### src/logic/mipsIsaPkg.sv
// ~~~~~~~~~~~~~~~~~~~~~~~~~~~~~~~~~~~~~~~~~~~~~~~~~~~~~~~~~
// MIPS instruction set definitions
// opcodes, funct codes, field positions and the ALU operations
// ~~~~~~~~~~~~~~~~~~~~~~~~~~~~~~~~~~~~~~~~~~~~~~~~~~~~~~~~~
package mipsIsaPkg;

    localparam int instrWidth   = 32;
    localparam int wordWidth    = 32;
    localparam int regAddrWidth = 5;

    // instruction fields
    localparam int opWidth    = 6;
    localparam int functWidth = 6;
    localparam int immWidth   = 16;
    localparam int opLsb      = 26;
    localparam int rsLsb      = 21;
    localparam int rtLsb      = 16;
    localparam int rdLsb      = 11;

    localparam logic [opWidth-1:0] opRtype = 6'h00;
    localparam logic [opWidth-1:0] opJ     = 6'h02;
    localparam logic [opWidth-1:0] opBeq   = 6'h04;
    localparam logic [opWidth-1:0] opAddi  = 6'h08;
    localparam logic [opWidth-1:0] opLw    = 6'h23;
    localparam logic [opWidth-1:0] opSw    = 6'h2b;
    // halt stops fetch and raises fin
    localparam logic [opWidth-1:0] opHalt  = 6'h3f;

    localparam logic [functWidth-1:0] fnAdd = 6'h20;
    localparam logic [functWidth-1:0] fnSub = 6'h22;
    localparam logic [functWidth-1:0] fnAnd = 6'h24;
    localparam logic [functWidth-1:0] fnOr  = 6'h25;
    localparam logic [functWidth-1:0] fnSlt = 6'h2a;

    typedef enum logic [2:0] {
        aluAdd,
        aluSub,
        aluAnd,
        aluOr,
        aluSlt
    } aluOpT;

endpackage

### src/logic/mipsPipePkg.sv
// ~~~~~~~~~~~~~~~~~~~~~~~~~~~~~~~~~~~~~~~~~~~~~~~~~~~~~~~~~
// pipeline definitions
// memory sizes, control bundle and forwarding selects
// ~~~~~~~~~~~~~~~~~~~~~~~~~~~~~~~~~~~~~~~~~~~~~~~~~~~~~~~~~
package mipsPipePkg;
    import mipsIsaPkg::*;

    localparam int imemDepth       = 256;
    localparam int dmemDepth       = 256;
    localparam int imemAddrWidth   = $clog2(imemDepth);
    localparam int dmemAddrWidth   = $clog2(dmemDepth);
    // byte address bits below the word index
    localparam int byteOffsetWidth = 2;

    // control bundle carried from decode down to write-back
    typedef struct packed {
        logic  regWr;
        logic  memRd;
        logic  memWr;
        logic  memToReg;
        logic  aluSrcImm;
        logic  regDstRd;
        logic  branch;
        logic  jump;
        logic  halt;
        aluOpT aluOp;
    } ctrlT;

    typedef enum logic [1:0] {
        fwdReg,
        fwdExMem,
        fwdMemWb
    } fwdSelT;

endpackage

### src/logic/fwdIf.sv
// ~~~~~~~~~~~~~~~~~~~~~~~~~~~~~~~~~~~~~~~~~~~~~~~~~~~~~~~~~
// forwarding bus
// EX/MEM and MEM/WB results fed back to execute and decode
// ~~~~~~~~~~~~~~~~~~~~~~~~~~~~~~~~~~~~~~~~~~~~~~~~~~~~~~~~~
`timescale 1ns/100ps

interface fwdIf import mipsIsaPkg::*; ();
    // EX/MEM side
    logic                    memRegWr;
    logic [regAddrWidth-1:0] memDst;
    logic [wordWidth-1:0]    memResult;
    // MEM/WB side, also the register file write port
    logic                    wbRegWr;
    logic [regAddrWidth-1:0] wbDst;
    logic [wordWidth-1:0]    wbData;

    modport exec (input memRegWr, memDst, memResult, wbRegWr, wbDst, wbData);
    modport dec (input wbRegWr, wbDst, wbData);
endinterface

### src/logic/decodeStage.sv
// ~~~~~~~~~~~~~~~~~~~~~~~~~~~~~~~~~~~~~~~~~~~~~~~~~~~~~~~~~
// decode stage
// control decode, register file, sign extension,
// load-use hazard detection and the ID/EX register
// ~~~~~~~~~~~~~~~~~~~~~~~~~~~~~~~~~~~~~~~~~~~~~~~~~~~~~~~~~
`timescale 1ns/100ps

module decodeStage import mipsIsaPkg::*; import mipsPipePkg::*; (
    input  logic                    clk,
    input  logic                    rst,
    input  logic [instrWidth-1:0]   instruction,
    input  logic [wordWidth-1:0]    pcNext,
    input  logic                    ifValid,
    input  logic                    redirect,
    fwdIf.dec                       wb,
    output logic                    stall,
    output logic                    haltSeen,
    output ctrlT                    idCtrl,
    output logic [wordWidth-1:0]    rsVal,
    output logic [wordWidth-1:0]    rtVal,
    output logic [wordWidth-1:0]    immExt,
    output logic [wordWidth-1:0]    idPcNext,
    output logic [regAddrWidth-1:0] rs,
    output logic [regAddrWidth-1:0] rt,
    output logic [regAddrWidth-1:0] dst
);

    logic [wordWidth-1:0]    regFile [2**regAddrWidth];
    logic [opWidth-1:0]      opcode;
    logic [regAddrWidth-1:0] rsAddr;
    logic [regAddrWidth-1:0] rtAddr;
    logic [regAddrWidth-1:0] rdAddr;
    ctrlT                    ctrl;

    // r0 reads as zero, same-cycle write-back bypasses the array
    function automatic logic [wordWidth-1:0] readReg(input logic [regAddrWidth-1:0] addr);
        if (addr == '0)
            return '0;
        if (wb.wbRegWr && wb.wbDst == addr)
            return wb.wbData;
        return regFile[addr];
    endfunction

    assign opcode = instruction[opLsb +: opWidth];
    assign rsAddr = instruction[rsLsb +: regAddrWidth];
    assign rtAddr = instruction[rtLsb +: regAddrWidth];
    assign rdAddr = instruction[rdLsb +: regAddrWidth];

    always_comb begin
        ctrl = '0;
        ctrl.aluOp = aluAdd;
        case (opcode)
            opRtype: begin
                ctrl.regWr    = 1'b1;
                ctrl.regDstRd = 1'b1;
            end
            opAddi: begin
                ctrl.regWr     = 1'b1;
                ctrl.aluSrcImm = 1'b1;
            end
            opLw: begin
                ctrl.regWr     = 1'b1;
                ctrl.memRd     = 1'b1;
                ctrl.memToReg  = 1'b1;
                ctrl.aluSrcImm = 1'b1;
            end
            opSw: begin
                ctrl.memWr     = 1'b1;
                ctrl.aluSrcImm = 1'b1;
            end
            opBeq: begin
                ctrl.branch = 1'b1;
                ctrl.aluOp  = aluSub;
            end
            opJ:    ctrl.jump = 1'b1;
            opHalt: ctrl.halt = 1'b1;
            default: ;
        endcase
    end

    // load in execute feeding this instruction
    assign stall    = idCtrl.memRd && (rt == rsAddr || rt == rtAddr);
    assign haltSeen = ifValid && opcode == opHalt;

    always_ff @(posedge clk) begin
        if (wb.wbRegWr && wb.wbDst != '0)
            regFile[wb.wbDst] <= wb.wbData;
    end

    always_ff @(posedge clk) begin
        if (rst)
            idCtrl <= '0;
        else if (stall || redirect || !ifValid)
            idCtrl <= '0;
        else
            idCtrl <= ctrl;
    end

    always_ff @(posedge clk) begin
        rsVal    <= readReg(rsAddr);
        rtVal    <= readReg(rtAddr);
        immExt   <= {{(wordWidth-immWidth){instruction[immWidth-1]}},
                     instruction[immWidth-1:0]};
        idPcNext <= pcNext;
        rs       <= rsAddr;
        rt       <= rtAddr;
        dst      <= ctrl.regDstRd ? rdAddr : rtAddr;
    end

endmodule

### src/flat_wrapper.sv
// flat-port wrapper written by rule: the top's interface ports become plain ports
module decodeStage_flat import mipsIsaPkg::*; import mipsPipePkg::*;
  (clk, rst, instruction, pcNext, ifValid, redirect, stall, haltSeen, idCtrl, rsVal, rtVal, immExt, idPcNext, rs, rt, dst, wb_wbRegWr, wb_wbDst, wb_wbData);
  fwdIf wb_i ();
  input  logic clk;
  input  logic rst;
  input  logic [instrWidth-1:0] instruction;
  input  logic [wordWidth-1:0] pcNext;
  input  logic ifValid;
  input  logic redirect;
  output logic stall;
  output logic haltSeen;
  output ctrlT idCtrl;
  output logic [wordWidth-1:0] rsVal;
  output logic [wordWidth-1:0] rtVal;
  output logic [wordWidth-1:0] immExt;
  output logic [wordWidth-1:0] idPcNext;
  output logic [regAddrWidth-1:0] rs;
  output logic [regAddrWidth-1:0] rt;
  output logic [regAddrWidth-1:0] dst;
  input wire logic [$bits(wb_i.wbRegWr)-1:0] wb_wbRegWr;
  input wire logic [$bits(wb_i.wbDst)-1:0] wb_wbDst;
  input wire logic [$bits(wb_i.wbData)-1:0] wb_wbData;
  assign wb_i.wbRegWr = wb_wbRegWr;
  assign wb_i.wbDst = wb_wbDst;
  assign wb_i.wbData = wb_wbData;
  decodeStage u_core (.clk(clk), .rst(rst), .instruction(instruction), .pcNext(pcNext), .ifValid(ifValid), .redirect(redirect), .wb(wb_i), .stall(stall), .haltSeen(haltSeen), .idCtrl(idCtrl), .rsVal(rsVal), .rtVal(rtVal), .immExt(immExt), .idPcNext(idPcNext), .rs(rs), .rt(rt), .dst(dst));
endmodule
### config.mk
export PLATFORM = sky130hd
export DESIGN_NAME = decodeStage_flat
export DESIGN_NICKNAME = d
export VERILOG_FILES = /design/src/logic/mipsIsaPkg.sv /design/src/logic/mipsPipePkg.sv /design/src/logic/fwdIf.sv /design/src/logic/decodeStage.sv /design/src/flat_wrapper.sv
export SDC_FILE = /design/constraint.sdc
export NUM_CORES = 1
export LEC_CHECK = 0
export BUFFER_PORTS_ARGS = -buffer_cell sky130_fd_sc_hd__buf_2
export CAP_MARGIN = 30
export CORE_MARGIN = 2
export CORE_UTILIZATION = 61
export CTS_CLUSTER_DIAMETER = 120
export DETAILED_ROUTE_END_ITERATION = 10
export PLACE_DENSITY_LB_ADDON = 0.12
export SETUP_SLACK_MARGIN = 0.1
export SYNTH_ARGS = -nofsm -noshare
export SYNTH_HDL_FRONTEND = slang
export SYNTH_SLANG_ARGS = --single-unit
### constraint.sdc
create_clock -name clk -period 6.05 [get_ports clk]
set_input_delay 0.605 -clock clk [delete_from_list [all_inputs] [get_ports clk]]
set_output_delay 0.605 -clock clk [all_outputs]
set_load 0.05 [all_outputs]
# After elaboration in Yosys (flattened, before gate mapping)
# Memories as Yosys holds them, arrays and structs flattened.
# Index checks and enable logic that the tools add are counted.
[classes]
eq_ne = 10
n_mux = 26
reduce_logical = 16
[op_table]
columns = ["operator", "n"]
rows = [
  ["$mux 32", 8],
  ["$eq 5x5->1", 4],
  ["$eq 6x6->1 const B", 3],
  ["$mux 1", 17],
  ["$logic_not 5->1", 2],
  ["$eq 6x2->1 const B", 1],
  ["$eq 6x3->1 const B", 1],
  ["$eq 6x4->1 const B", 1],
  ["$logic_not 6->1", 1],
  ["$reduce_or 3->1", 2],
  ["$logic_and 1x1->1", 5],
  ["$mux 5", 1],
  ["$reduce_bool 5->1", 1],
  ["$logic_or 1x1->1", 3],
  ["$reduce_or 2->1", 1],
  ["$logic_not 1->1", 1],
]
[totals]
regBits = 138
mem_bits_rw = 1024
wordCells = 69
mem_count = 1
[memory_table]
columns = ["memory", "depth", "width", "rd", "rd_clocked_by_memory_dff", "write_ports", "line_no", "rtl"]
rows = [
  ["u_core.regFile", 32, 32, 2, 0, 1, "decodeStage.sv:28", "logic [wordWidth-1:0] regFile [2**regAddrWidth];"],
]

# Depth between registers and ports, before layout
[depth]
ltp_word = 6
ltp_mapped = 10

# Worst setup path after synthesis
# Ideal clock, no wire load.
[synth_path]
path_kind = "input port to flip-flop"
from = "in wb_wbDst[1]"
to = "mem u_core.regFile[19][0], enable pin"
t_arrival_ns = 4.510
required_time_ns = 5.537
path_slack_ns = 1.026
cell_stages = 3
n_path_buf = 1
path_cell_list = "clkbuf_1 nand3_1 nor4b_1"
[synth_via]
elab_chain_cells = 4
[synth_lines]
columns = ["element", "line_no", "rtl"]
rows = [
  ["start: declaration", "flat_wrapper.sv:22", "input wire logic [$bits(wb_i.wbDst)-1:0] wb_wbDst;"],
  ["$reduce_bool 5->1", "decodeStage.sv:86", "if (wb.wbRegWr && wb.wbDst != '0)"],
  ["$logic_and 1x1->1", "decodeStage.sv:86", ""],
  ["$mux 1", "decodeStage.sv:86", ""],
  ["$mux 1 (not written as such)", "decodeStage.sv:87", "regFile[wb.wbDst] <= wb.wbData;"],
  ["end: declaration", "decodeStage.sv:28", ""],
]
# Several ways; a longest one is shown, not always the timed one.

# Worst setup path after layout
[layout_path]
from = "in instruction[17]"
to = "out stall"
[layout_via]
elab_chain_cells = 3
[layout_lines]
columns = ["element", "line_no", "rtl"]
rows = [
  ["start: declaration", "flat_wrapper.sv:7", "input logic [instrWidth-1:0] instruction;"],
  ["$eq 5x5->1", "decodeStage.sv:82", "assign stall = idCtrl.memRd && (rt == rsAddr || rt == rtAddr);"],
  ["$logic_or 1x1->1", "decodeStage.sv:82", ""],
  ["$logic_and 1x1->1", "decodeStage.sv:82", ""],
  ["end: declaration", "flat_wrapper.sv:11", "output logic stall;"],
]
# No other way between the ends.

==> flow_metrics.py <==
metrics = {
    "global_routing": {
        "grt_pass1_wl_um": 225800,
        "use_met3": 0.09916,
        "grt_usage": 0.3704,
        "grt_overflow": 0,
        "busiest_layer": "met2",
        "use_met1": 0.4888,
        "grt_start_max_net_pins": 121,
        "grt_pass1_vias": 32090,
        "antenna_found_initial": 17,
        "grt_use_met2": 0.5780,
    },
    "worst_hold_path": {
        "holdPathStages": 1,
        "min_from": "instruction[14]",
        "min-delay-path-class": "in -> reg",
    },
    "finish": {
        "nets": 3295,
        "design_area_mm2": 0.05851,
        "drive_above_1_share": 0.3013,
        "mostFrequentLayoutCell": "edfxtp_1",
        "final_cell_mix": "edfxtp_1, mux4_2, mux2i_1",
        "area_growth_pct": 13.49,
        "fin_cells": 4432,
    },
    "critical_path": {
        "crit_path_top_delay_cell": "buf_4",
        "critical_path_class": "in -> out",
        "cp.required_ps": 5440,
        "cp.arrival_ps": 2840,
        "endpoint_kind": "primary output",
        "slowest_delay_ps": 630,
        "r2r_start": "u_core.regFile[1][27]$_DFFE_PP_",
        "critPathLaunchType": "input pin",
        "r2r_setup_slack_ps": 3920,
        "critPathMaxFanout": 72,
        "cp-startpoint": "instruction[17]",
        "r2r_cells": 4,
        "cp_cell_sequence": "clkbuf_8 -> buf_4 -> xnor2_1 -> nand3_1 -> o22ai_1 -> and2_1 -> buf_2",
    },
    "floorplan": {
        "dieWidth_um": 294.7,
        "core_area_mm2": 0.08369,
        "io_pins": 263,
        "die-height_um": 294.7,
        "start_util": 0.6160,
        "rows": 106,
        "die-area_mm2": 0.08686,
    },
    "detailed_routing": {
        "vias_per_cell": 7.252,
        "drt_iter0_drc": 4292,
        "drt_wl_total_um": 160100,
        "ant_nets": 0,
        "drc": 0,
        "detail_route.first_pass.iterations": 5,
        "vias": 32140,
        "wl_per_cell_um": 36.12,
    },
    "pwr": {
        "power.leakage_nw": 19.99,
        "vdd_drop_max_mv": 0.2726,
        "p_per_area_mw_per_mm2": 306.3,
        "power_mw": 17.92,
    },
    "synthesis": {
        "seq_area_frac_synth": 0.6489,
        "synthArstFlopShare": 0,
        "netlist-cell-type-count": 50,
        "synthCells": 2892,
        "synth_area_leaders": "edfxtp_1, mux4_2, mux2i_1, dfxtp_1, nand2_1",
        "ys_seq_elements": 1159,
        "yosysWarnings": 0,
        "avgSynthCellArea_um2": 17.83,
        "synth_top_area_share": 0.5964,
        "synth_area_leader_cell": "edfxtp_1",
        "ys.flop_type": "edfxtp_1",
        "synth_edf_count": 1024,
        "syn_area_mm2": 0.05156,
    },
    "timing": {
        "maxSlewHeadroom": 0.2663,
        "layout_min_cycle_time_ps": 3444,
        "finalSetupTns_ps": 0,
        "rsz0062_at_grt": "no",
        "worst_pin_slew_ps": 1101,
        "setup_ws_ps": 2606,
        "finalHoldViolations": 0,
        "maxSlewViolCount": 0,
        "fmax_ghz": 0.2903,
        "fin_crit_sh": 0.5693,
        "skew_ps": 24.92,
        "finalSetupViolCount": 0,
    },
    "place": {
        "dpl_cell_area_mm2": 0.05439,
        "dp_slack_ps": 2134,
        "placed_cells": 4171,
        "place_congestion": 0.8572,
        "io_buffer_count": 260,
        "hpwlAfterDp_um": 90830,
    },
    "cts": {
        "cts_root_buffer": "clkbuf_16",
        "clock_latency_ps": 690,
        "cts_sinks": 1159,
        "cts_buffers": 116,
        "clock_path_buffers": 3,
        "cts_tree": "done",
        "post-cts-setup-buffers": 0,
        "htreeDepth": 3,
        "cts_hold_buf": 33,
        "path_clk_slew_ps": 60,
        "cts_resized": 0,
    },
    "flow_run": {
        "max_cap_viol_count": 0,
    },
    "status": {
        "status": "completed",
    },
}
-- synth_stat cells (7+ instances only) --
master,n
dfxtp_1,135
nand2_1,136
a32o_1,32
buf_6,12
a22oi_1,40
nand3_1,37
a211oi_1,37
o21bai_1,8
nand2b_1,24
buf_4,41
a211o_1,19
nor4_1,7
mux2i_1,316
nor3_1,17
nor3b_1,7
a221oi_1,45
o21ai_0,46
clkbuf_1,111
xnor2_1,16
mux4_2,373
a21oi_1,66
edfxtp_1,1024
nor2_1,37
buf_2,58
buf_1,19
a221o_1,25
o221ai_1,32
mux2_2,36
nor2b_1,52
o22ai_1,32
-- path summary, 6_finish.rpt --
check,endpoint
worst max-delay path,stall
worst min-delay path,u_core.immExt[14]$_DFF_P_
worst max register to register,u_core.rtVal[27]$_SDFF_PN0_
worst min register to register,u_core.idCtrl[11]$_SDFF_PP0_
-- routing by layer --
layer  share of wire  vias up
met4           0.049       14
li1                -    12620
met2            0.47     2448
met1            0.35    16590
met3            0.13      473
met5         0.00064        -
-- state kept, by name, summed over array words and instances, names as in the netlist --
register,flops
u_core.dst,5
u_core.idCtrl,8
u_core.idPcNext,32
u_core.immExt,16
u_core.regFile,1024
u_core.rs,5
u_core.rsVal,32
u_core.rt,5
u_core.rtVal,32
-- stage by stage --
stage                     hold slack [ps]    util
after floorplan                     632.7       -
after global placement              707.2  0.6479
after detailed placement            708.6  0.6499
after CTS                          0.3260  0.6986
after global routing                23.12  0.6991
final                               30.35  0.6992
-- final cells by class --
type / count / area [um^2]
multi-input cells: 1516 / 17240
flip-flops and latches: 1159 / 33450
fillers: 5283 / 25180
well taps: 1134 / 1419
clock inverters: 53 / 411.6
clock buffers: 165 / 3328
inverters: 4 / 15.01
diodes: 9 / 22.52
repair buffers: 392 / 2626
-- critical path: cells and delay by family --
| kind | cells | cell delay, ps |
|---|---|---|
| AOI/OAI and AO/OA | 1 | 180 |
| xor gates and xnor gates | 1 | 180 |
| buffers and inverters | 3 | 1470 |
| and+or+nand+nor | 2 | 250 |
-- where the power goes --
group,switching (mW),total (mW),internal [mW]
Sequential,0.129,9.02,8.89
Clock,3.02,7.08,4.07
Combinational,1.18,1.82,0.636
Total,4.33,17.9,13.6
-- kinds of logic (layout without fill, tap and decap cells) --
group / after synthesis / count (layout) / share of synthesized area
xor gates and xnor gates: 20 / 20 / 0.003397
muxes: 725 / 725 / 0.2322
buffers and inverters: 250 / 614 / 0.02563
DFF: 1159 / 1159 / 0.6489
and+or+nand+nor: 335 / 335 / 0.03157
AOI/OAI and AO/OA: 402 / 402 / 0.05832
other: 1 / 43 / 0.00007274
No activity file was read; power rests on OpenSTA's default activity.
