File: src/logic/mipsIsaPkg.sv
// ~~~~~~~~~~~~~~~~~~~~~~~~~~~~~~~~~~~~~~~~~~~~~~~~~~~~~~~~~
// MIPS instruction set definitions
// opcodes, funct codes, field positions and the ALU operations
// ~~~~~~~~~~~~~~~~~~~~~~~~~~~~~~~~~~~~~~~~~~~~~~~~~~~~~~~~~
package mipsIsaPkg;

    localparam int instrWidth   = 32;
    localparam int wordWidth    = 32;
    localparam int regAddrWidth = 5;

    // instruction fields
    localparam int opWidth    = 6;
    localparam int functWidth = 6;
    localparam int immWidth   = 16;
    localparam int opLsb      = 26;
    localparam int rsLsb      = 21;
    localparam int rtLsb      = 16;
    localparam int rdLsb      = 11;

    localparam logic [opWidth-1:0] opRtype = 6'h00;
    localparam logic [opWidth-1:0] opJ     = 6'h02;
    localparam logic [opWidth-1:0] opBeq   = 6'h04;
    localparam logic [opWidth-1:0] opAddi  = 6'h08;
    localparam logic [opWidth-1:0] opLw    = 6'h23;
    localparam logic [opWidth-1:0] opSw    = 6'h2b;
    // halt stops fetch and raises fin
    localparam logic [opWidth-1:0] opHalt  = 6'h3f;

    localparam logic [functWidth-1:0] fnAdd = 6'h20;
    localparam logic [functWidth-1:0] fnSub = 6'h22;
    localparam logic [functWidth-1:0] fnAnd = 6'h24;
    localparam logic [functWidth-1:0] fnOr  = 6'h25;
    localparam logic [functWidth-1:0] fnSlt = 6'h2a;

    typedef enum logic [2:0] {
        aluAdd,
        aluSub,
        aluAnd,
        aluOr,
        aluSlt
    } aluOpT;

endpackage

File: src/logic/mipsPipePkg.sv
// ~~~~~~~~~~~~~~~~~~~~~~~~~~~~~~~~~~~~~~~~~~~~~~~~~~~~~~~~~
// pipeline definitions
// memory sizes, control bundle and forwarding selects
// ~~~~~~~~~~~~~~~~~~~~~~~~~~~~~~~~~~~~~~~~~~~~~~~~~~~~~~~~~
package mipsPipePkg;
    import mipsIsaPkg::*;

    localparam int imemDepth       = 256;
    localparam int dmemDepth       = 256;
    localparam int imemAddrWidth   = $clog2(imemDepth);
    localparam int dmemAddrWidth   = $clog2(dmemDepth);
    // byte address bits below the word index
    localparam int byteOffsetWidth = 2;

    // control bundle carried from decode down to write-back
    typedef struct packed {
        logic  regWr;
        logic  memRd;
        logic  memWr;
        logic  memToReg;
        logic  aluSrcImm;
        logic  regDstRd;
        logic  branch;
        logic  jump;
        logic  halt;
        aluOpT aluOp;
    } ctrlT;

    typedef enum logic [1:0] {
        fwdReg,
        fwdExMem,
        fwdMemWb
    } fwdSelT;

endpackage

File: src/logic/fwdIf.sv
// ~~~~~~~~~~~~~~~~~~~~~~~~~~~~~~~~~~~~~~~~~~~~~~~~~~~~~~~~~
// forwarding bus
// EX/MEM and MEM/WB results fed back to execute and decode
// ~~~~~~~~~~~~~~~~~~~~~~~~~~~~~~~~~~~~~~~~~~~~~~~~~~~~~~~~~
`timescale 1ns/100ps

interface fwdIf import mipsIsaPkg::*; ();
    // EX/MEM side
    logic                    memRegWr;
    logic [regAddrWidth-1:0] memDst;
    logic [wordWidth-1:0]    memResult;
    // MEM/WB side, also the register file write port
    logic                    wbRegWr;
    logic [regAddrWidth-1:0] wbDst;
    logic [wordWidth-1:0]    wbData;

    modport exec (input memRegWr, memDst, memResult, wbRegWr, wbDst, wbData);
    modport dec (input wbRegWr, wbDst, wbData);
endinterface

File: src/logic/executeStage.sv
// ~~~~~~~~~~~~~~~~~~~~~~~~~~~~~~~~~~~~~~~~~~~~~~~~~~~~~~~~~
// execute stage
// operand forwarding, ALU, branch and jump targets, EX/MEM
// ~~~~~~~~~~~~~~~~~~~~~~~~~~~~~~~~~~~~~~~~~~~~~~~~~~~~~~~~~
`timescale 1ns/100ps

module executeStage import mipsIsaPkg::*; import mipsPipePkg::*; (
    input  logic                    clk,
    input  logic                    rst,
    input  ctrlT                    idCtrl,
    input  logic [wordWidth-1:0]    rsVal,
    input  logic [wordWidth-1:0]    rtVal,
    input  logic [wordWidth-1:0]    immExt,
    input  logic [wordWidth-1:0]    idPcNext,
    input  logic [regAddrWidth-1:0] rs,
    input  logic [regAddrWidth-1:0] rt,
    input  logic [regAddrWidth-1:0] dst,
    input  logic                    redirect,
    fwdIf.exec                      fwd,
    output ctrlT                    exCtrl,
    output logic [wordWidth-1:0]    aluResult,
    output logic [wordWidth-1:0]    storeData,
    output logic [wordWidth-1:0]    branchTarget,
    output logic [wordWidth-1:0]    jumpTarget,
    output logic                    zero,
    output logic [regAddrWidth-1:0] exDst
);

    fwdSelT               selA;
    fwdSelT               selB;
    logic [wordWidth-1:0] opA;
    logic [wordWidth-1:0] fwdRt;
    logic [wordWidth-1:0] opB;
    logic [wordWidth-1:0] aluOut;
    aluOpT                aluOpSel;

    // nearest producer wins
    function automatic fwdSelT pickSrc(input logic [regAddrWidth-1:0] src);
        if (fwd.memRegWr && fwd.memDst != '0 && fwd.memDst == src)
            return fwdExMem;
        if (fwd.wbRegWr && fwd.wbDst != '0 && fwd.wbDst == src)
            return fwdMemWb;
        return fwdReg;
    endfunction

    function automatic logic [wordWidth-1:0] applySrc(input fwdSelT sel,
                                                      input logic [wordWidth-1:0] regVal);
        case (sel)
            fwdExMem: return fwd.memResult;
            fwdMemWb: return fwd.wbData;
            default:  return regVal;
        endcase
    endfunction

    assign selA  = pickSrc(rs);
    assign selB  = pickSrc(rt);
    assign opA   = applySrc(selA, rsVal);
    assign fwdRt = applySrc(selB, rtVal);
    assign opB   = idCtrl.aluSrcImm ? immExt : fwdRt;

    // R-type takes its operation from funct
    always_comb begin
        aluOpSel = idCtrl.aluOp;
        if (idCtrl.regDstRd) begin
            case (immExt[functWidth-1:0])
                fnAdd:   aluOpSel = aluAdd;
                fnSub:   aluOpSel = aluSub;
                fnAnd:   aluOpSel = aluAnd;
                fnOr:    aluOpSel = aluOr;
                fnSlt:   aluOpSel = aluSlt;
                default: aluOpSel = aluAdd;
            endcase
        end
    end

    always_comb begin
        case (aluOpSel)
            aluSub:  aluOut = opA - opB;
            aluAnd:  aluOut = opA & opB;
            aluOr:   aluOut = opA | opB;
            aluSlt:  aluOut = wordWidth'($signed(opA) < $signed(opB));
            default: aluOut = opA + opB;
        endcase
    end

    always_ff @(posedge clk) begin
        if (rst || redirect)
            exCtrl <= '0;
        else
            exCtrl <= idCtrl;
    end

    always_ff @(posedge clk) begin
        aluResult    <= aluOut;
        storeData    <= fwdRt;
        zero         <= aluOut == '0;
        branchTarget <= idPcNext + (immExt << byteOffsetWidth);
        // 26-bit target rebuilt from the rs, rt and immediate fields
        jumpTarget   <= {idPcNext[wordWidth-1:wordWidth-4], rs, rt,
                         immExt[immWidth-1:0], 2'b00};
        exDst        <= dst;
    end

endmodule

File: src/flat_wrapper.sv
// flat-port wrapper written by rule: the top's interface ports become plain ports
module executeStage_flat import mipsIsaPkg::*; import mipsPipePkg::*;
  (clk, rst, idCtrl, rsVal, rtVal, immExt, idPcNext, rs, rt, dst, redirect, exCtrl, aluResult, storeData, branchTarget, jumpTarget, zero, exDst, fwd_memRegWr, fwd_memDst, fwd_memResult, fwd_wbRegWr, fwd_wbDst, fwd_wbData);
  fwdIf fwd_i ();
  input  logic clk;
  input  logic rst;
  input  ctrlT idCtrl;
  input  logic [wordWidth-1:0] rsVal;
  input  logic [wordWidth-1:0] rtVal;
  input  logic [wordWidth-1:0] immExt;
  input  logic [wordWidth-1:0] idPcNext;
  input  logic [regAddrWidth-1:0] rs;
  input  logic [regAddrWidth-1:0] rt;
  input  logic [regAddrWidth-1:0] dst;
  input  logic redirect;
  output ctrlT exCtrl;
  output logic [wordWidth-1:0] aluResult;
  output logic [wordWidth-1:0] storeData;
  output logic [wordWidth-1:0] branchTarget;
  output logic [wordWidth-1:0] jumpTarget;
  output logic zero;
  output logic [regAddrWidth-1:0] exDst;
  input wire logic [$bits(fwd_i.memRegWr)-1:0] fwd_memRegWr;
  input wire logic [$bits(fwd_i.memDst)-1:0] fwd_memDst;
  input wire logic [$bits(fwd_i.memResult)-1:0] fwd_memResult;
  input wire logic [$bits(fwd_i.wbRegWr)-1:0] fwd_wbRegWr;
  input wire logic [$bits(fwd_i.wbDst)-1:0] fwd_wbDst;
  input wire logic [$bits(fwd_i.wbData)-1:0] fwd_wbData;
  assign fwd_i.memRegWr = fwd_memRegWr;
  assign fwd_i.memDst = fwd_memDst;
  assign fwd_i.memResult = fwd_memResult;
  assign fwd_i.wbRegWr = fwd_wbRegWr;
  assign fwd_i.wbDst = fwd_wbDst;
  assign fwd_i.wbData = fwd_wbData;
  executeStage u_core (.clk(clk), .rst(rst), .idCtrl(idCtrl), .rsVal(rsVal), .rtVal(rtVal), .immExt(immExt), .idPcNext(idPcNext), .rs(rs), .rt(rt), .dst(dst), .redirect(redirect), .fwd(fwd_i), .exCtrl(exCtrl), .aluResult(aluResult), .storeData(storeData), .branchTarget(branchTarget), .jumpTarget(jumpTarget), .zero(zero), .exDst(exDst));
endmodule
File: config.mk
export PLATFORM = sky130hd
export DESIGN_NAME = executeStage_flat
export DESIGN_NICKNAME = d
export VERILOG_FILES = /design/src/logic/mipsIsaPkg.sv /design/src/logic/mipsPipePkg.sv /design/src/logic/fwdIf.sv /design/src/logic/executeStage.sv /design/src/flat_wrapper.sv
export SDC_FILE = /design/constraint.sdc
export NUM_CORES = 1
export LEC_CHECK = 0
export BUFFER_PORTS_ARGS = -buffer_cell sky130_fd_sc_hd__buf_2
export CORE_MARGIN = 2
export CORE_UTILIZATION = 47
export DETAILED_ROUTE_END_ITERATION = 16
export GPL_ROUTABILITY_DRIVEN = 0
export GPL_TIMING_DRIVEN = 0
export MAX_ROUTING_LAYER = met4
export PLACE_DENSITY_LB_ADDON = 0.1
export SYNTH_ARGS = -nofsm -noshare
export SYNTH_HDL_FRONTEND = slang
export SYNTH_SLANG_ARGS = --single-unit
export TNS_END_PERCENT = 50
File: constraint.sdc
create_clock -name clk -period 6.3 [get_ports clk]
set_clock_uncertainty 0.05 [all_clocks]
set_input_delay 0.945 -clock clk [delete_from_list [all_inputs] [get_ports clk]]
set_output_delay 0.945 -clock clk [all_outputs]
set_load 0.01 [all_outputs]
### After elaboration in Yosys (flattened, before gate mapping)

Cells that the tools add are included.

* add/subtract/negate cells: 3
* multipliers: 0
* div/mod/pow operators: 0
* $lt $le $gt $ge: 1
* equal/unequal tests: 16
* shift operators: 0
* multiplexer cells: 20
* bitwise operators: 2
* reduce and logical (&&, ||, !) cells: 10

Operators with widths (count)
* 32-bit case mux with 2 select lines: 2
* 32-bit case mux with 4 select lines: 1
* 32-bit adder: 2
* 32-bit bitwise AND: 1
* 32-bit zero test: 1
* 32-bit less-than comparator: 1
* 32-bit two-way mux: 1
* 32-bit OR: 1
* 32-bit subtractor: 1
* 6-bit == test, second input constant: 4
* 5-bit == test: 4
* 2-bit two-way mux: 8
* 3-bit case mux with 4 select lines: 1
* 5-bit nonzero test: 2
* 3-bit by 2-bit == test with 1-bit output, second input constant: 2
* 1-bit logical AND: 6
* 1-bit two-way mux: 6
* 2-bit by 1-bit == test with 1-bit output, second input constant: 2
* 2-bit == test, second input constant: 2
* 3-bit by 1-bit == test with 1-bit output, second input constant: 1
* 3-bit == test, second input constant: 1
* 3-bit two-way mux: 1
* 1-bit logical OR: 1

* register bits: 144
* latch bits: 0
* RAM bits: 0
* bits in read-only memories: 0
* input port bits: 234
* logic and storage cells: 68
* memories kept: 0

### Depth between registers and ports, before layout

* depth after elaboration: 13
* depth in mapped cells: 23
* gate-level depth less buffers: 22

### Worst setup path before layout

Ideal clock, no wire load.

* path type: input-to-reg
* start point: in rt[4]
* end point: reg u_core.zero
* setup time: 88 ps
* arrival time: 5941 ps
* required time: 6162 ps
* path slack: 221 ps
* stages on the path: 23
* path buffers: 1
* path through: xnor2_1 -> nand3_1 -> nor4_1 -> clkbuf_1 -> mux2i_1 -> o21ai_0 -> mux2i_1 -> inv_1 -> ha_1 -> inv_1 -> fa_1 -> or2_1 -> a221oi_1 -> a21o_1 -> o31ai_1 -> a221o_1 -> a22o_1 -> and4bb_1 -> nand3_1 -> or4_1 -> nor3_2 -> nand4b_1 -> nor4_2

* cells in the longest elaborated chain, start to end: 12
* elaborated cells between the ends (all ways): 21
* those cells by class: 2 x add/sub; 1 x order compare; 4 x eq/ne; 9 x mux; 2 x bitwise; 3 x reduce/logical

RTL lines
* start: declaration: line flat_wrapper.sv:13 `input logic [regAddrWidth-1:0] rt;`
* 5-bit == test: line executeStage.sv:41 `if (fwd.wbRegWr && fwd.wbDst != '0 && fwd.wbDst == src)`
* 1-bit logical AND: line executeStage.sv:41
* 1-bit two-way mux (2 in a row): line executeStage.sv:41
* 2-bit two-way mux: line executeStage.sv:43 `return fwdReg;`
* 2-bit two-way mux *: line executeStage.sv:41
* 2-bit == test or 2-bit by 1-bit == test with 1-bit output (tied branches): line executeStage.sv:48 `case (sel)`
* 32-bit case mux with 2 select lines *: line executeStage.sv:48
* named net u_core.fwdRt[0]: line executeStage.sv:32 `logic [wordWidth-1:0] fwdRt;`
* 32-bit two-way mux *: line executeStage.sv:59 `assign opB = idCtrl.aluSrcImm ? immExt : fwdRt;`
* 32-bit adder or 32-bit subtractor (tied branches): line executeStage.sv:82, executeStage.sv:78
* 32-bit case mux with 4 select lines *: line executeStage.sv:77 `case (aluOpSel)`
* named net u_core.aluOut[12]: line executeStage.sv:34 `logic [wordWidth-1:0] aluOut;`
* 32-bit zero test *: line executeStage.sv:96 `zero <= aluOut == '0;`
* end signal: assignment: line executeStage.sv:96
* end: declaration: line executeStage.sv:25 `output logic zero,`

The timed path passes the listed nets; every way through them passes the cells marked *. The select of a mux whose other input is x is not followed.
A chain may end at the register's enable or synchronous reset.

### Worst setup path after layout

* start point: in fwd_wbDst[0]
* end point: reg u_core.zero

* cells in the longest elaborated chain, start to end: 13
* elaborated cells between the ends (all ways): 30
* those cells by class: 2 x add/sub; 1 x order compare; 6 x eq/ne; 14 x mux; 2 x bitwise; 5 x reduce/logical

RTL lines
* start: declaration: line flat_wrapper.sv:27 `input wire logic [$bits(fwd_i.wbDst)-1:0] fwd_wbDst;`
* 5-bit nonzero test: line executeStage.sv:41
* 1-bit logical AND (2 in a row): line executeStage.sv:41
* 1-bit two-way mux (2 in a row): line executeStage.sv:41
* 2-bit two-way mux: line executeStage.sv:43
* 2-bit two-way mux: line executeStage.sv:41
* 2-bit == test or 2-bit by 1-bit == test with 1-bit output (tied branches): line executeStage.sv:48
* 32-bit case mux with 2 select lines: line executeStage.sv:48
* 32-bit two-way mux: line executeStage.sv:59
* 32-bit adder (tied with other cells): line executeStage.sv:82 `default: aluOut = opA + opB;`
* 32-bit case mux with 4 select lines *: line executeStage.sv:77
* named net u_core.aluOut[31]: line executeStage.sv:34
* 32-bit zero test *: line executeStage.sv:96

Marked as above.

==> flow_summary_export.csv <==
group,metric,value,unit
status,status,"finished clean",
power_and_ir_drop,cellLeakagePower,6.87,nW
finish,drive_gt1_share,26.7,%
critical_path,crit_fanout,10,
sta,setup_slack,162,ps
global_routing,grt_first_pass_wirelength,68600,microns
floorplan,fp.dieH,160,microns
floorplan,io_pins,380,
cts,clk_path_buf_depth,2,
synth,ys_seq_area_share,25.2,%
sta,finalHoldViolations,0,
sta,max_clock_freq,163,MHz
cts,clock_sinks,144,
drt,wl,46700,microns
global_routing,grt_max_degree,17,
global_routing,gr-total-overflow,0,
critical_path,critPathLaunchType,"input port",
sta,tightest_slew,1430,ps
finish,utilization,60.7,%
critical_path,path_buf_inv,4,
cts,cts_hold_buf,0,
global_routing,grt_util_all_layers,35.7,%
cts,cts_tree,"yes",
finish,stdcell_area,14600,sq um
synth,synth_edf_count,0,
sta,fin_crit_sh,97.4,%
critical_path,critPathSlowestCell,"o21ai_0",
cts,cts-buffers-inserted,17,
cts,cts_max_level,4,
sta,slew_violations,0,
synth,ys_async_sr_fraction,0,%
place,port_buffers,376,
synth,synthCells,1425,
drt,vias_per_cell,5.83,
place,post-dp-hpwl,37600,microns
cts,clk_pin_slew_worst_paths,70,ps
critical_path,critPathCaptureType,"flop",
drt,drt_iter0_markers,1330,
finish,layout_common_cells,"384 x buf_2, 144 x dfxtp_1, 137 x nand2_1",
critical_path,crit_chain,"buf_2 -> or4_4 -> o21ai_4 -> buf_4 -> nor4_4 -> clkbuf_4 -> mux2i_1 -> o21ai_0 -> ha_1 -> clkbuf_1 -> or2_2 -> a21oi_1 -> a31o_2 -> o31ai_4 -> a21o_1 -> a221oi_1 -> o21a_1 -> nand2b_1 -> nand3_1 -> or4_1 -> nor4_2",
sta,fin_crit,6140,ps
sta,slew_headroom,4.48,%
global_routing,grt_pass1_vias,12100,
place,dpl_cell_area,13800,sq um
finish,fin_nets,2193,
finish,area.growth.synth_to_final,27.8,%
power_and_ir_drop,total_power,3.52,mW
drt,route.antenna.remaining_nets,0,
synth,synth_cell_types,81,
synth,synth_area_per_cell,8.04,sq um
finish,final_common_cell,"buf_2",
synth,syn_area,11500,sq um
finish,fin_cells,2172,
synth,synth-main-ff-cell,"dfxtp_1",
job,drv_cap,0,
drt,wl_per_cell,21.5,microns
critical_path,path_class,"in -> reg",
critical_path,crit_required,6610,ps
floorplan,fp.dieArea,25600,sq um
synth,yosys_warnings,0,
place,place_inst,2128,
finish,num-fill-cells,2246,
sta,finalSetupViolCount,0,
global_routing,antenna_found_initial,7,
critical_path,critPathTopFamily,"compound AO/OA/AOI/OAI gates",
cts,cts-root-buf,"clkbuf_16",
power_and_ir_drop,peakVddDrop,0.173,mV
floorplan,core-area,24100,sq um
drt,first_pass_iters,6,
critical_path,cp_slowest_stage_delay,580,ps
power_and_ir_drop,power_density,240,nW/um^2
worst_hold_path,min_path_type,"in -> reg",
critical_path,cp_data_arrival_time,6440,ps
place,pre_cts_ws,-2000,ps
floorplan,initial_core_util,47.5,%
floorplan,die_x,160,microns
drt,drc,0,
drt,vias,12700,
floorplan,core.rowCount,57,
synth,synth_seq_cells,144,
==> cells in the mapped netlist, drive strengths merged, types with 19 or more instances <==
cell | number | area, sq um
xor2 | 20 | 175
clkbuf | 51 | 191
mux2i | 97 | 971
nor2 | 75 | 282
a21oi | 97 | 485
nor3 | 24 | 125
dfxtp | 144 | 2880
nand2b | 21 | 131
inv | 112 | 420
xnor2 | 48 | 420
buf | 19 | 91.3
ha | 128 | 1600
o21ai | 117 | 586
o21bai | 22 | 165
a21o | 27 | 203
o211ai | 28 | 210
nand2 | 137 | 514
nand3 | 24 | 120
==> logic make-up after synthesis <==
family / after synthesis / synth area share [%]
other: 1 / 0.0327
AND/OR/NAND/NOR: 365 / 15.5
buffers and inverters: 182 / 6.14
multiplexers: 98 / 8.57
flip-flops: 144 / 25.2
AO/OA/AOI/OAI: 436 / 24.9
XOR/XNOR: 68 / 5.20
adder cells (fa/ha/maj): 131 / 14.5
==> worst paths after layout <==
kind	from	end	slack [ps]	cells after the start
max	fwd_wbDst[0]	u_core.zero	160	21
min	dst[2]	u_core.exDst[2]	550	1
==> final cells by class <==
| cell class | instances | area, sq um | share of cell area (%) |
|---|---|---|---|
| diodes | 7 | 17.5 | 0.120 |
| plain buffers | 66 | 315 | 2.15 |
| clock buffers | 18 | 439 | 3.00 |
| clock inverters | 14 | 141 | 0.965 |
| inverters | 112 | 420 | 2.87 |
| multi-input cells | 1100 | 8060 | 55.0 |
| flip-flops and latches | 144 | 2880 | 19.7 |
| well taps | 324 | 405 | 2.77 |
| repair buffers | 387 | 1960 | 13.4 |
==> routing by layer <==
layer	global-route usage (%)	vias to the layer above	wire length, microns
met3	6.05	147	4010
met1	42.3	5904	18200
met5	-	-	0
met4	14.7	0	2130
met2	60.0	728	22400
li1	-	5882	-
==> stage by stage <==
stage / hold WS, ps / TNS (ps)
finish: 549 / 0
global placement: 997 / -23000
CTS: 543 / 0
detailed placement: 999 / -25370
global route: 543 / -29.8
floorplan: 923 / 0
==> power by group <==
part,internal [mW],switching [mW]
clock,0.536,0.504
sequential,1.04,0.0324
combinational,0.546,0.857
==> state kept, by name (all words and copies together) (netlist names) <==
signal and count:
u_core.aluResult 32, u_core.branchTarget 32, u_core.storeData 32, u_core.jumpTarget 30, u_core.exCtrl 12, u_core.exDst 5
u_core.zero 1
==> timing repair <==
item,in CTS,in global routing
resized for setup,29,54
pin swaps,1,8
endpoints found under the setup margin,25,3
buffers inserted,0,9
No activity file was read; power rests on OpenSTA's default activity.
